File: src/verilog/tag_engine_settings.svh
/* Tag engine sizes */
`ifndef TAG_ENGINE_SETTINGS_SVH
`define TAG_ENGINE_SETTINGS_SVH

// Number of tags in the free list, must be greater than one
`define NUM_TAGS 4

// Number of parallel work lanes
`define NUM_LANES 2

// Queue depth of each lane and its initial credit count
`define LANE_CREDITS 2

// Width of a request data word
`define DATA_W 16

// Multiplier applied by every lane
`define SCALE 5

`endif

File: src/verilog/tag_engine_pkg.sv
/* Tag engine shared types */
`default_nettype none

`include "tag_engine_settings.svh"

package tag_engine_pkg;

  // Tag number, wide enough to name every tag
  typedef logic [$clog2(`NUM_TAGS)-1:0] tag_t;

  // Lane number, kept at least one bit wide for a single lane
  typedef logic [((`NUM_LANES > 1) ? $clog2(`NUM_LANES) : 1)-1:0] lane_idx_t;

  // Data word carried by a request and by its result
  typedef logic [`DATA_W-1:0] data_t;

  // Credit count from zero up to the full queue depth
  typedef logic [$clog2(`LANE_CREDITS + 1)-1:0] credit_t;

  // Request as pushed into a lane
  typedef struct packed {
    tag_t  tag;
    data_t data;
  } lane_req_t;

  // Completion with the original data next to the scaled result
  typedef struct packed {
    tag_t  tag;
    data_t data;
    data_t result;
  } cpl_t;

endpackage

`default_nettype wire

File: src/verilog/tag_freelist.sv
/* Tag free list */
`default_nettype none

`include "tag_engine_settings.svh"

module tag_freelist
  import tag_engine_pkg::*;
(
  input  logic clk,
  input  logic rst,

  // Allocation side, a registered offer of one free tag
  output logic alloc_valid,
  output tag_t alloc_tag,
  input  logic alloc_take,

  // Deallocation side, one returned tag per cycle
  input  logic dealloc_valid,
  input  tag_t dealloc_tag
);

  // Free tags that are not sitting in the staging register
  logic [`NUM_TAGS-1:0] free_vec;
  logic [`NUM_TAGS-1:0] free_vec_next;

  // One-hot form of the returned tag
  logic [`NUM_TAGS-1:0] dealloc_set;

  // Lowest free tag in one-hot and binary form
  logic [`NUM_TAGS-1:0] pick_onehot;
  tag_t                 pick_tag;
  logic                 pick_valid;

  // Staging register accepts a new tag this cycle
  logic                 stage_load;

  always_comb begin
    dealloc_set = '0;
    if (dealloc_valid) begin
      dealloc_set[dealloc_tag] = 1'b1;
    end
  end

  // The pick looks only at the registered vector, so a tag freed this
  // cycle becomes visible to the encoder one cycle later
  assign pick_valid  = |free_vec;
  assign pick_onehot = free_vec & (~free_vec + 1'b1);

  // Scan from the top so the lowest set bit wins
  always_comb begin
    pick_tag = '0;
    for (int i = `NUM_TAGS - 1; i >= 0; i--) begin
      if (free_vec[i]) begin
        pick_tag = tag_t'(i);
      end
    end
  end

  // Load whenever the staging slot is empty or is being drained
  assign stage_load = pick_valid && (!alloc_valid || alloc_take);

  // Returned tags are merged first and the staged one is removed after
  always_comb begin
    free_vec_next = free_vec | dealloc_set;
    if (stage_load) begin
      free_vec_next = free_vec_next & ~pick_onehot;
    end
  end

  always_ff @(posedge clk) begin
    if (rst) begin
      free_vec <= '1;
    end else begin
      free_vec <= free_vec_next;
    end
  end

  // Valid bit of the staging register
  always_ff @(posedge clk) begin
    if (rst) begin
      alloc_valid <= 1'b0;
    end else if (!alloc_valid || alloc_take) begin
      alloc_valid <= pick_valid;
    end
  end

  // Tag held in the staging register
  always_ff @(posedge clk) begin
    if (stage_load) begin
      alloc_tag <= pick_tag;
    end
  end

endmodule

`default_nettype wire

File: config.mk
export PLATFORM = sky130hd
export DESIGN_NAME = tag_freelist
export DESIGN_NICKNAME = d
export VERILOG_FILES = /design/src/verilog/tag_engine_pkg.sv /design/src/verilog/tag_freelist.sv
export VERILOG_INCLUDE_DIRS = /design/src /design/src/verilog
export SDC_FILE = /design/constraint.sdc
export NUM_CORES = 1
export LEC_CHECK = 0
export ABC_AREA = 0
export BUFFER_PORTS_ARGS = -buffer_cell sky130_fd_sc_hd__buf_2
export CAP_MARGIN = 20
export CORE_AREA = 3 3 40 42
export DETAILED_ROUTE_END_ITERATION = 16
export DIE_AREA = 0 0 43 45
export GPL_ROUTABILITY_DRIVEN = 0
export MAX_ROUTING_LAYER = met4
export SYNTH_ARGS = -nofsm -noshare
export SYNTH_HDL_FRONTEND = slang
export SYNTH_SLANG_ARGS = --single-unit
File: constraint.sdc
create_clock -name clk -period 2.17 [get_ports clk]
set_clock_uncertainty 0.2 [all_clocks]
set_input_delay 0.434 -clock clk [delete_from_list [all_inputs] [get_ports clk]]
set_output_delay 0.434 -clock clk [all_outputs]
set_load 0.005 [all_outputs]
Word level (Yosys, flattened, before mapping)
Cells that the tools add are included.
{"block": "op_classes", "n_reduce_logical": 6, "addsub": 1, "order_cmp": 2, "n_mux": 7, "n_bitwise": 5}
{"cell": "AND 4 bit", "n": 2}
{"cell": "two-way mux 4 bit", "n": 2}
{"cell": "inverter 4 bit", "n": 2}
{"cell": "adder 4 x 1 -> 4 bit, second input constant", "n": 1}
{"cell": "two-way mux 2 bit", "n": 2}
{"cell": "bitwise OR 4 bit", "n": 1}
{"cell": "OR reduction 4 bit", "n": 1}
{"cell": "less-than comparator 2 x 3 -> 1 bit, second input constant", "n": 1}
{"cell": "demux 1 bit (select 2 bit)", "n": 1}
{"cell": ">= comparator 2 x 1 -> 1 bit, second input constant", "n": 1}
{"cell": "logical AND 1 bit", "n": 2}
{"cell": "two-way mux 1 bit", "n": 2}
{"cell": "OR reduction 2 bit", "n": 1}
{"cell": "logical NOT 1 bit", "n": 1}
{"cell": "logical OR 1 bit", "n": 1}
{"block": "totals", "ff_bits": 7, "in_bits": 6, "out_inout_bits": 3}

Longest topological paths before layout
{"block": "logic_depth", "depth_word": 8, "mapped_depth": 3, "depth_no_buf": 3}

Worst setup path after synthesis
No wires, ideal clock.
{"block": "synth_timing", "path_kind": "reg2reg", "start": "register free_vec[0]", "end": "register alloc_tag[0], enable pin", "arrival_ns": 0.632, "stages_incl_launch_ff": 3, "setup_slack_ns": 1.022, "n_path_buf": 0, "path_cell_list": "dfxtp_1 nor2_1 a21oi_1"}
{"block": "synth_via", "elab_chain_cells": 2}
{"item": "start, declared", "line": "tag_freelist.sv:23", "source": "logic [`NUM_TAGS-1:0] free_vec;"}
{"item": "start signal, assigned", "line": "tag_freelist.sv:74", "source": "free_vec <= free_vec_next;"}
{"item": "OR reduction 4 bit", "line": "tag_freelist.sv:46", "source": "assign pick_valid = |free_vec;"}
{"item": "logical AND 1 bit", "line": "tag_freelist.sv:60", "source": "assign stage_load = pick_valid && (!alloc_valid || alloc_take);"}
{"item": "named net stage_load", "line": "tag_freelist.sv:35", "source": "logic stage_load;"}
{"item": "end signal, assigned", "line": "tag_freelist.sv:90", "source": "alloc_tag <= pick_tag;"}
{"item": "end, declared", "line": "tag_freelist.sv:14", "source": "output tag_t alloc_tag,"}
The timed path passes the listed nets, and every way through them passes these cells.
A chain may end at the register's enable or synchronous reset.

Final worst setup path
{"block": "layout_timing", "start": "register alloc_tag[1]", "end": "output alloc_tag[1]"}
No word-level cell between the ends.

==> impl_metrics.yaml <==
yosys:
  synth_top_cell_area_share_pct: 34.48
  postSynthAreaPerCell_um2: 10.01
  synthMuxAreaShare_pct: 0
  synthCells: 29
  synth_top_area_cell: "dfxtp_1"
  ys_ff_latch: 7
  yosysWarnings: 0
  synth_top_family_by_area: "simple AND/OR/NAND/NOR gates"
  synth_area_leaders: "dfxtp_1 (34%), edfxtp_1 (21%), a21oi_1 (6.9%)"
  seq_area_frac_synth_pct: 55.17
  synth-compound-area-share_pct: 18.53
  syn_nets: 35
  synthDistinctLibCells: 15
  yosys.area_share.simple_pct: 25.00
  synth_xor_area_share_pct: 0
  synthAdderAreaFrac_pct: 0
  synth_area_um2: 290.3
cts:
  cts_tree: "built"
  cts_sinks: 7
  clk_path_buf_depth: 2
  cts_made_buffers: 3
  clkLatencyLatePin_ns: 0.25
  cts_setup_buffers: 0
  cts_hold_buf: 0
  path_clk_slew_ns: 0.05
  cts_resized: 0
  ctsRootBufferMaster: "clkbuf_4"
  htreeDepth: 1
timing:
  slew_violations: 0
  fin_crit_sh_pct: 62.43
  rsz0062_at_grt: "false"
  max-slew-margin-rel_pct: 78.95
  finalHoldViolations: 0
  worst_pin_slew_ns: 0.3134
  fin_tns_setup_ns: 0
  fmax_mhz: 738.2
  fin_crit_ns: 1.355
  setup_viol_count_final: 0
power_and_ir_drop:
  vdd_drop_max_uv: 264.7
  powerDensity_nw_per_um2: 788.3
  leakage_uw: 0.0001597
global_routing:
  antenna_found_initial: 0
  grt_max_degree: 8
  grt_pass1_wl_um: 931
  grt.total_usage_pct: 7.155
  grt.overflow.total: 0
  grt_pass1_vias: 233
drt:
  wl_per_cell_um: 9.679
  post-route-drc-count: 0
  final_antenna_net_count: 0
  first_pass_iters: 4
  drt-total-wl_um: 542
  vias: 249
  drt-initial-drc-count: 8
  vias_per_cell: 4.446
worst_setup_path:
  slowest_delay_ns: 0.34
  required_ns: 1.54
  critPathLaunchType: "flop"
  path_class: "flop to output port"
  critPathCaptureType: "output port"
  slowest_stage: "edfxtp_1"
  cp_top_family: "flip-flops"
  worstPathMaxFanout: 1
  critPathBufInv: 1
  worstPathArrival_ns: 0.72
  crit_chain: "buf_2"
floorplanning:
  die_y_um: 45
  dieArea_um2: 1935
  ios: 9
  core.rowCount: 13
  core_area_um2: 1285
  initial_core_util_pct: 22.59
  die_w_um: 43
final_layout:
  antennaDiodeCount: 0
  postLayoutCoreUtil_pct: 29.21
  layout-drive-gt1-share_pct: 29.27
  multi_input_area_um2: 126.4
  num-nets-final: 48
  area_delta_synth_final_pct: 29.31
  final_common_cell: "buf_2"
  nFillCells: 142
  mostFrequentLayoutCells: "buf_2 (8), nor2_1 (5), dfxtp_1 (5), a21oi_1 (4), clkbuf_4 (3)"
  seq_area_um2: 160.2
place:
  dp_hpwl_um: 411.8
  port-buffer-count: 8
min_path:
  hold_class: "input pin to flop"
status:
  outcome: "completed"
flow_run:
  maxCapViolations: 0
## worst reg2reg max path, delay by kind of cell, from the launching register on
family          cells  cell delay [ns]
flops               1             0.43
compound gates      1             0.23
simple gates        1             0.07
## area by class of cell
class / instances / share of cell area [%]
clock buffers: 4 / 7.000
inverters: 1 / 1.000
multi-input cells: 21 / 33.67
flip-flops and latches: 7 / 42.67
well taps: 15 / 5.000
repair buffers: 8 / 10.67
## cell families after synthesis
| kind of cell | Yosys count |
|---|---|
| simple gates | 12 |
| compound gates | 9 |
| flops | 7 |
| buf+inv | 1 |
## routing by layer
metal | track usage, % | up-vias | wire length [um]
li1 | - | 135 | -
met1 | 8.802 | 107 | 278
met2 | 7.784 | 7 | 223
met3 | 4.781 | 0 | 39
met4 | 5.422 | 0 | 0
met5 | - | - | 0
## through the flow
| stage | cells | hold slack (ns) | worst slack (ns) | total power [uW] | instance area, um^2 |
|---|---|---|---|---|---|
| detailed placement | 52 | 0.3294 | 0.8705 | 181.5 | 349.1 |
| finish | 56 | 0.2149 | 0.8153 | 295.9 | 375.4 |
| CTS | 56 | 0.2106 | 0.7969 | 302.0 | 375.4 |
| floorplan | 29 | 0.2860 | 1.022 | 166.0 | 290.3 |
| global placement | 52 | 0.3247 | 0.8837 | 180.8 | 349.1 |
| global route | 56 | 0.2276 | 0.7598 | 315.9 | 375.4 |
## synth_stat cells
cell	count
a211o_1	1
a21oi_1	4
a311oi_1	1
a31oi_1	1
dfxtp_1	5
edfxtp_1	2
inv_1	1
nand2_1	1
nor2_1	5
nor2b_4	1
nor3_1	2
nor3b_1	1
nor4b_1	1
nor4bb_1	1
o21ai_0	2
## final timing paths
check | from | to | slack, ns | cells past startpoint
setup / recovery | alloc_tag[1] | alloc_tag[1] | 0.82 | 1
hold / removal | rst | alloc_valid | 0.21 | 2
hold reg to reg | free_vec[1] | free_vec[1] | 0.33 | 2
setup reg to reg | free_vec[0] | alloc_tag[0] | 0.93 | 2
## flip-flops by register name, indices dropped and copies added, names as in the netlist
| signal | count |
|---|---|
| alloc_tag | 2 |
| free_vec | 4 |
| alloc_valid | 1 |
## power breakdown
part	leakage [uW]	internal, uW	switching [uW]
Clock	0.0000150	70.1	47.5
Sequential	0.0000632	144	6.94
Combinational	0.0000815	14.0	13.2
Total	0.000160	228	67.7
No activity file was read; power rests on OpenSTA's default activity.
