**config.mk**
```make
export PLATFORM = sky130hd
export DESIGN_NAME = work_lane
export DESIGN_NICKNAME = d
export VERILOG_FILES = /design/src/verilog/tag_engine_pkg.sv /design/src/verilog/work_lane.sv
export VERILOG_INCLUDE_DIRS = /design/src /design/src/verilog
export SDC_FILE = /design/constraint.sdc
export NUM_CORES = 1
export LEC_CHECK = 0
export BUFFER_PORTS_ARGS = -buffer_cell sky130_fd_sc_hd__buf_4
export CORE_ASPECT_RATIO = 0.7
export CORE_MARGIN = 8
export CORE_UTILIZATION = 53
export CTS_BUF_LIST = sky130_fd_sc_hd__clkbuf_4
export DETAILED_ROUTE_END_ITERATION = 10
export GPL_TIMING_DRIVEN = 0
export PLACE_DENSITY = 0.77
export SLEW_MARGIN = 40
export SYNTH_ARGS = -nofsm -noshare
export SYNTH_HDL_FRONTEND = slang
export SYNTH_SLANG_ARGS = --single-unit
```
**constraint.sdc**
```tcl
create_clock -name clk -period 2.94 [get_ports clk]
set_input_delay 0 -clock clk [delete_from_list [all_inputs] [get_ports clk]]
set_output_delay 0 -clock clk [all_outputs]
set_load 0.02 [all_outputs]
```
**src/verilog/tag_engine_settings.svh**
```systemverilog
/* Tag engine sizes */
`ifndef TAG_ENGINE_SETTINGS_SVH
`define TAG_ENGINE_SETTINGS_SVH

// Number of tags in the free list, must be greater than one
`define NUM_TAGS 4

// Number of parallel work lanes
`define NUM_LANES 2

// Queue depth of each lane and its initial credit count
`define LANE_CREDITS 2

// Width of a request data word
`define DATA_W 16

// Multiplier applied by every lane
`define SCALE 5

`endif

```
**src/verilog/tag_engine_pkg.sv**
```systemverilog
/* Tag engine shared types */
`default_nettype none

`include "tag_engine_settings.svh"

package tag_engine_pkg;

  // Tag number, wide enough to name every tag
  typedef logic [$clog2(`NUM_TAGS)-1:0] tag_t;

  // Lane number, kept at least one bit wide for a single lane
  typedef logic [((`NUM_LANES > 1) ? $clog2(`NUM_LANES) : 1)-1:0] lane_idx_t;

  // Data word carried by a request and by its result
  typedef logic [`DATA_W-1:0] data_t;

  // Credit count from zero up to the full queue depth
  typedef logic [$clog2(`LANE_CREDITS + 1)-1:0] credit_t;

  // Request as pushed into a lane
  typedef struct packed {
    tag_t  tag;
    data_t data;
  } lane_req_t;

  // Completion with the original data next to the scaled result
  typedef struct packed {
    tag_t  tag;
    data_t data;
    data_t result;
  } cpl_t;

endpackage

`default_nettype wire

```
**src/verilog/work_lane.sv**
```systemverilog
/* Scaling work lane */
`default_nettype none

`include "tag_engine_settings.svh"

module work_lane
  import tag_engine_pkg::*;
(
  input  logic      clk,
  input  logic      rst,

  // Push side, never refused because the dispatcher holds the credits
  input  logic      push,
  input  lane_req_t req,
  output logic      credit_return,

  // Completion toward the collector
  output logic      cpl_valid,
  output cpl_t      cpl,
  input  logic      cpl_ready
);

  localparam int PTR_W = (`LANE_CREDITS > 1) ? $clog2(`LANE_CREDITS) : 1;

  // Request queue, one slot per credit
  lane_req_t        q_mem [`LANE_CREDITS];
  logic [PTR_W-1:0] wr_ptr;
  logic [PTR_W-1:0] rd_ptr;
  credit_t          q_count;
  lane_req_t        q_head;
  logic             q_pop;

  // First pipeline stage with the scaled value
  logic             s1_valid;
  lane_req_t        s1_req;
  data_t            s1_result;

  // Stage free flags, looking downstream
  logic             s2_free;
  logic             s1_free;

  assign q_head = q_mem[rd_ptr];

  assign s2_free = !cpl_valid || cpl_ready;
  assign s1_free = !s1_valid || s2_free;

  // Leave the queue when the first stage can take the head
  assign q_pop         = (q_count != '0) && s1_free;
  assign credit_return = q_pop;

  always_ff @(posedge clk) begin
    if (push) begin
      q_mem[wr_ptr] <= req;
    end
  end

  always_ff @(posedge clk) begin
    if (rst) begin
      wr_ptr  <= '0;
      rd_ptr  <= '0;
      q_count <= '0;
    end else begin
      if (push) begin
        wr_ptr <= (int'(wr_ptr) == `LANE_CREDITS - 1) ? '0 : wr_ptr + 1'b1;
      end
      if (q_pop) begin
        rd_ptr <= (int'(rd_ptr) == `LANE_CREDITS - 1) ? '0 : rd_ptr + 1'b1;
      end
      q_count <= q_count + credit_t'(push) - credit_t'(q_pop);
    end
  end

  // Stage one scales the data and keeps the low bits
  always_ff @(posedge clk) begin
    if (rst) begin
      s1_valid <= 1'b0;
    end else if (s1_free) begin
      s1_valid <= q_pop;
    end
  end

  always_ff @(posedge clk) begin
    if (q_pop) begin
      s1_req    <= q_head;
      s1_result <= data_t'(q_head.data * `SCALE);
    end
  end

  // Stage two builds the completion and holds it until accepted
  always_ff @(posedge clk) begin
    if (rst) begin
      cpl_valid <= 1'b0;
    end else if (s2_free) begin
      cpl_valid <= s1_valid;
    end
  end

  always_ff @(posedge clk) begin
    if (s2_free && s1_valid) begin
      cpl.tag    <= s1_req.tag;
      cpl.data   <= s1_req.data;
      cpl.result <= s1_result;
    end
  end

endmodule

`default_nettype wire

```
After elaboration in Yosys (flattened, before gate mapping)
Memory sizes are Yosys's and may differ from the RTL's. A register that Yosys moved wholly into a read port is not among the register bits.
Cells that the tools add are included.

cells by class
  reduce and logical (&&, ||, !) cells = 7
  $add $sub $neg = 4
  muxes and demuxes = 6
  multipliers = 1

operator list
  operator                                                              count
  16-bit by 3-bit multiplier with 16-bit output, second input constant  1
  1-bit two-way mux                                                     6
  1-bit adder, second input constant                                    2
  2-bit by 1-bit adder with 2-bit output                                1
  1-bit logical AND                                                     2
  1-bit logical NOT                                                     2
  1-bit logical OR                                                      2
  2-bit nonzero test                                                    1
  2-bit by 1-bit subtractor with 2-bit output                           1

word-level totals
  output and inout bits = 36
  RAM bits = 36
  logic and storage cells = 30
  input port bits = 22
  memories kept = 1
  bits in registers = 74

memories
  name   depth  bits a word  read ports  clocked after memory_dff  write ports  RTL line         text
  q_mem  2      18           1           1                         1            work_lane.sv:26  lane_req_t q_mem [`LANE_CREDITS];

Longest topological paths before layout
Gate-level depths: netlist of run 1.

  depth in word-level cells = 6
  depth in mapped cells = 11
  mapped depth without buffers = 9

Worst setup path after synthesis of run 1
OpenSTA, ideal clock, no wires.

  kind = flip-flop to flip-flop
  from = register cpl_valid
  to = register q_count[1]
  period minus slack after synthesis = 3689 ps
  data arrival time = 3575 ps
  slack = -749 ps
  path buffers = 0
  data required time = 2825 ps
  stages on the path, launching flop included = 9
  library setup time = 115 ps
  cells stage by stage = dfxtp_1 -> nor2b_1 -> a21oi_1 -> ha_1 -> inv_1 -> ha_1 -> xor2_1 -> xnor2_1 -> nor2_1

between the ends
  word-level cells in the longest chain between the ends = 5

RTL lines
  what                                         RTL line         text
  from (decl)                                  work_lane.sv:18  output logic cpl_valid,
  from (signal assigned)                       work_lane.sv:94  cpl_valid <= s1_valid;
  1-bit logical NOT                            work_lane.sv:44  assign s2_free = !cpl_valid || cpl_ready;
  1-bit logical OR                             work_lane.sv:44
  1-bit logical OR                             work_lane.sv:45  assign s1_free = !s1_valid || s2_free;
  1-bit logical AND                            work_lane.sv:48  assign q_pop = (q_count != '0) && s1_free;
  named net credit_return                      work_lane.sv:15  output logic credit_return,
  2-bit by 1-bit subtractor with 2-bit output  work_lane.sv:69  q_count <= q_count + credit_t'(push) - credit_t'(q_pop);
  to (signal assigned)                         work_lane.sv:69
  to (decl)                                    work_lane.sv:29  credit_t q_count;

The timed path passes the listed nets, and every way through them passes these cells.
A chain may end at the register's enable or synchronous reset.

==> flow_summary.yaml, run 1 <==
floorplanning:
  coreArea_um2: 7870
  dieWidth_um: 124
  ioPinCount: 58
  die_y_um: 91.4
  fp-row-count: 27
  start_util_pct: 54.7
  dieArea_um2: 11300
worst_setup_path:
  worstSetupEndpointType: "register"
  cp_data_required_time_ns: 3.16
  cp_max_fo: 10
  path_class: "reg -> reg"
  cp_data_arrival_time_ns: 3.07
  ff2ff_setup_slack_ns: 0.1
  worst_setup_path_start_kind: "register"
  rr_worst_depth: 11
global_route:
  grt-ovfl-total: 0
  grt_pass1_wl_um: 12100
  gr-usage-all-layers_pct: 13.9
  grt_pass1_vias: 2464
  grt_max_degree: 23
  antenna_found_initial: 0
layout:
  fillers: 530
  final_cell_count_no_fill: 445
  antenna_cells: 0
  area_growth_pct: 26.1
  layout-drive-gt1-share_pct: 34.9
  nets: 389
  fin_area_um2: 5430
clock_tree:
  numCtsBuffers: 9
  cts.sinks: 107
  ctsHtreeMaxLevel: 3
  insertion_delay_ns: 0.46
  cts_tree: "done"
  clk_pin_slew_ns: 0.16
  root_buffer: "clkbuf_4"
  cts.path.max_buffers: 2
sta:
  fmax_mhz: 352
  rsz0062_at_grt: "false"
  fin_crit_sh_pct: 96.7
  drv_slew: 0
  worst_pin_slew_ns: 0.629
  fin_worst_skew_ns: 0.0272
  setup-violations-final: 0
  slew_headroom_pct: 58.0
  tns_ns: 0
  finalHoldViolCount: 0
  layout_min_cycle_time_ns: 2.84
placement:
  placed_area_um2: 4930
  port_buffers: 57
  dpl.cell_count: 405
  gp_congestion: 0.789
  dp_hpwl_um: 5120
synth:
  synth_nets: 295
  ys_seq_area_share_pct: 73.0
  ys_warn_count: 0
  syn_area_per_cell_um2: 17.6
  synthesis.area_um2: 4310
  async_reset_ff_share_pct: 0
  ys_types: 38
  ys_seq_elements: 107
  postSynthCellCount: 245
  synth_edf_count: 100
  synth_flop_cell: "edfxtp_1"
min_path:
  whs_path_depth: 2
  min_path_type: "in -> reg"
pwr:
  p_total_mw: 5.33
  peakVddDrop_mv: 0.534
  p_per_area_nw_per_um2: 982
  leakagePower_nw: 2.08
detailed_routing:
  drc: 0
  ant_nets: 0
  vias: 2338
  drt_iter0_drc: 103
  first_pass_iters: 4
  viasPerCell: 5.25
  wl_per_cell_um: 16.5
  drt-total-wl_um: 7340
status:
  status: "finished, final reports clean"
flow_run:
  max_cap_viol_count: 0
[per-layer routing]
metal	track usage (%)	part of all wire (%)	vias to the layer above
met3	5.19	6.6	7
met1	17.1	45	1145
met4	4.70	0.72	0
li1	-	-	1129
met5	0	0	-
met2	22.1	48	57
[worst max-delay path, cell delays in order (launching register included)]
cell and delay [ns]:
dfxtp_2 0.36, buf_6 0.10, buf_12 0.13, mux2_2 0.38, ha_4 0.23, ha_4 0.16, fa_2 0.39, a21o_1 0.21
a31oi_4 0.22, o2111ai_1 0.15, o211ai_1 0.18, xnor2_1 0.10
[timing repair]
action | CTS | global route
endpoints found under the hold margin | 43 | 0
gates cloned | 0 | 0
pin swaps | 3 | 8
resized for setup | 9 | 11
hold buffers | 21 | 0
setup endpoints to repair | 7 | 5
buffers inserted | 3 | 0
[registers in the layout (all words and copies together) (netlist names), named ones only]
name       count
q_count        2
rd_ptr         1
q_mem         36
cpl_valid      1
wr_ptr         1
cpl           32
s1_valid       1
s1_req        18
s1_result     14
[layout by cell type (no fill, tap or decap), types with 4 or more instances in the layout]
master         synthesis  final
edfxtp_1             100    100
buf_4                  2     62
ha_1                  27     22
dlygate4sd3_1          0     21
mux2_2                18     15
nor2_1                11     11
xnor2_1               10     10
a21oi_1               11      9
clkbuf_4               0      9
dfxtp_1                7      6
inv_1                  5      5
nand2_1                5      5
nand3_1                5      5
o211ai_1               5      5
a21o_1                 4      4
[through the flow]
| step | hold WS (ns) | worst slack, ns | util (%) |
|---|---|---|---|
| after floorplan | 0.0691 | 0.0334 | - |
| after global placement | 0.185 | -0.378 | 61.8 |
| after detailed placement | 0.188 | -0.430 | 62.7 |
| after CTS | 0.224 | 0.00452 | 68.3 |
| after global routing | 0.203 | 0.00652 | 69.0 |
| final | 0.259 | 0.0979 | 69.0 |
[worst paths after layout]
path                    to           from
max          s1_result[15]       register
min           q_mem[1][16]        req[16]
max reg2reg  s1_result[15]       register
min reg2reg        cpl[11]  s1_result[11]
[area by class of cell]
type                    count  area (um^2)  share of cell area (%)
repair buffers             83          703                    12.9
well taps                 101          126                    2.33
clock inverters             7          108                    1.98
inverters                   5         18.8                   0.345
plain buffers               6         62.6                    1.15
flip-flops and latches    107         3140                    57.9
multi-input cells         127         1200                    22.1
clock buffers               9         67.6                    1.24
[cell usage after synthesis, types with 2 or more instances]
library cell  count  area, um^2
edfxtp_1        100        3000
xnor2_1          10        87.6
buf_4             2        15.0
nor2_1           11        41.3
or3_1             2        12.5
xor2_1            3        26.3
a31oi_1           2        12.5
buf_2             3        15.0
nand2_1           5        18.8
mux2i_1           2        20.0
mux2_2           18         203
nor2b_1           4        25.0
inv_1             5        18.8
ha_1             27         338
a21oi_1          11        55.1
o211ai_1          5        37.5
dfxtp_1           7         140
a21o_1            4        30.0
nand3_1           5        25.0
[power by group]
group / leakage [nW] / switching, mW / total [mW] / internal (mW)
Clock: 0.0906 / 0.491 / 0.852 / 0.361
Sequential: 1.00 / 0.111 / 2.40 / 2.29
Combinational: 0.988 / 1.15 / 2.08 / 0.936
[cell families after synthesis]
logic type | Yosys count | share of synthesized area, %
simple gates | 34 | 3.98
mux | 20 | 5.17
fa+ha+maj | 28 | 8.31
flops | 107 | 73.0
xor+xnor | 14 | 3.20
compound gates | 31 | 4.97
buf+inv | 11 | 1.39
Power figures use the tool's default switching activity.
==> run 2: changes to the inputs <==
Settings changed: CORE_MARGIN 8 to unset.
==> run 2 against run 1 <==
  * Global-route usage grew 3.7 points
  * Utilization shrank 0.41 points
  * Non-clock buffer count grew 2
  * Largest cell class unchanged
  * Critical path depth is the same
  * Combinational power is essentially flat
  * First-iteration DRC count shrank 18%
  * Routed wire length shrank 6.1%
  * Flip-flop and latch count is the same
  * Final cell count grew 0.45%
==> flow_summary.yaml, run 2 (synthesis results as in run 1) <==
detailed_routing:
  ant_nets: 0
  drt_iter0_drc: 84
  wl_per_cell_um: 15.4
  first_pass_iters: 4
  vias: 2331
  drt-total-wl_um: 6890
  viasPerCell: 5.21
  drc: 0
worst_setup_path:
  cp_data_arrival_time_ns: 3.11
  cp_max_fo: 10
  path_class: "reg -> reg"
  worst_setup_path_start_kind: "register"
  worstSetupEndpointType: "register"
  cp_data_required_time_ns: 3.16
sta:
  drv_slew: 0
  setup-violations-final: 0
  fin_worst_skew_ns: 0.0187
  rsz0062_at_grt: "true"
  layout_min_cycle_time_ns: 2.90
  layout_setup_ws_ns: 0.0415
  fin_crit_sh_pct: 98.6
  slew_headroom_pct: 62.9
  fmax_mhz: 345
  fin_hold_ws_ns: 0.268
  worst_pin_slew_ns: 0.556
  finalHoldViolCount: 0
floorplanning:
  die_y_um: 77.4
  start_util_pct: 54.7
  ioPinCount: 58
  dieWidth_um: 110
  fp-row-count: 27
  dieArea_um2: 8500
  coreArea_um2: 7870
pwr:
  leakagePower_nw: 2.08
  switching_share_pct: 32.4
  p_switching_mw: 1.71
  power.share.combinational_pct: 39.3
  intPower_mw: 3.57
  pwr-share-clk_pct: 15.4
  p_per_area_nw_per_um2: 979
  peakVddDrop_mv: 0.593
  sequentialPowerShare_pct: 45.3
layout:
  reg_top3: "q_mem x36, cpl x32, s1_req x18"
  regMostFlops: "q_mem"
  mostFrequentLayoutCell: "edfxtp_1"
  antenna_cells: 0
  area_growth_pct: 25.4
  register_area_um2: 3140
  fillers: 516
  post-route-util_pct: 68.6
  layout-drive-gt1-share_pct: 33.8
  largest_reg_flops: 36
  multi_input_area_um2: 1160
  fin_area_um2: 5400
  most-common-layout-cells: "edfxtp_1, buf_4, ha_1"
  nets: 391
placement:
  place_ws_ns: -0.399
  dp_hpwl_um: 4660
  port_buffers: 57
  placed_area_um2: 4950
  gp_congestion: 0.857
global_route:
  grt_pass1_wl_um: 10800
  grt_max_degree: 23
  grt_pass1_vias: 2253
  gr-usage-all-layers_pct: 17.6
  grt-ovfl-total: 0
  antenna_found_initial: 0
min_path:
  min_path_type: "in -> reg"
clock_tree:
  ctsHtreeMaxLevel: 3
  clk_pin_slew_ns: 0.16
  cts.path.max_buffers: 2
  cts.sinks: 107
  insertion_delay_ns: 0.45
  numCtsBuffers: 9
  cts_tree: "done"
  root_buffer: "clkbuf_4"
status:
  status: "finished, final reports clean"
flow_run:
  max_cap_viol_count: 0
-- run 2: final timing paths --
| kind | startpoint | endpoint | slack [ns] | depth (start not counted) |
|---|---|---|---|---|
| max reg2reg | register | s1_result[15] | 0.04 | 11 |
| min reg2reg | s1_result[15] | cpl[15] | 0.43 | 0 |
| max | register | s1_result[15] | 0.04 | 11 |
| min | req[2] | q_mem[1][2] | 0.27 | 2 |
-- run 2: per-stage QoR --
step,setup TNS [ns],std cells,total power [mW]
finish,0,447,5.29
global route,-0.0312,447,5.59
CTS,0,447,5.30
detailed placement,-1.11,406,4.38
global placement,-0.913,403,4.22
floorplan,0,245,3.76
-- run 2: final cells by class --
type                            instances  area share [%]
Buffer                                  6            1.16
Clock buffer                            9            1.25
Multi-Input combinational cell        127            21.4
Clock inverter                          7            1.81
Tap cell                              101            2.34
Inverter                                5           0.348
Timing Repair Buffer                   85            13.4
Sequential cell                       107            58.2
-- run 2: power groups by stage --
stage / combinational, mW / sequential [mW] / clock (mW)
after global routing: 2.27 / 2.43 / 0.896
final: 2.08 / 2.40 / 0.812
after floorplan: 1.20 / 2.56 / 0
after CTS: 2.06 / 2.40 / 0.840
after global placement: 1.79 / 2.43 / 0
after detailed placement: 1.94 / 2.44 / 0
-- run 2: critical path, stage by stage, from the launching register on --
cell	delay, ns
dfxtp_2	0.35
buf_6	0.11
buf_12	0.13
mux2_2	0.35
ha_1	0.30
ha_2	0.20
fa_2	0.36
a21o_1	0.21
a31oi_4	0.23
o2111ai_2	0.16
o211ai_1	0.19
xnor2_1	0.09
-- run 2: routing by layer --
layer	track usage [%]	up-vias	wire [um]	share of wire, %
li1	-	1137	-	-
met5	0	-	0	0
met2	28.5	66	3270	48
met4	7.60	0	127	1.8
met3	5.13	14	334	4.8
met1	22.2	1114	3150	46
-- run 2: what timing repair did --
item | CTS | global route
gates resized for setup | 9 | 2
hold endpoints to repair | 43 | 0
cloned | 0 | 0
hold buffers | 21 | 0
buffers inserted | 4 | 0
endpoints found under the setup margin | 6 | 3
pin swaps | 3 | 5
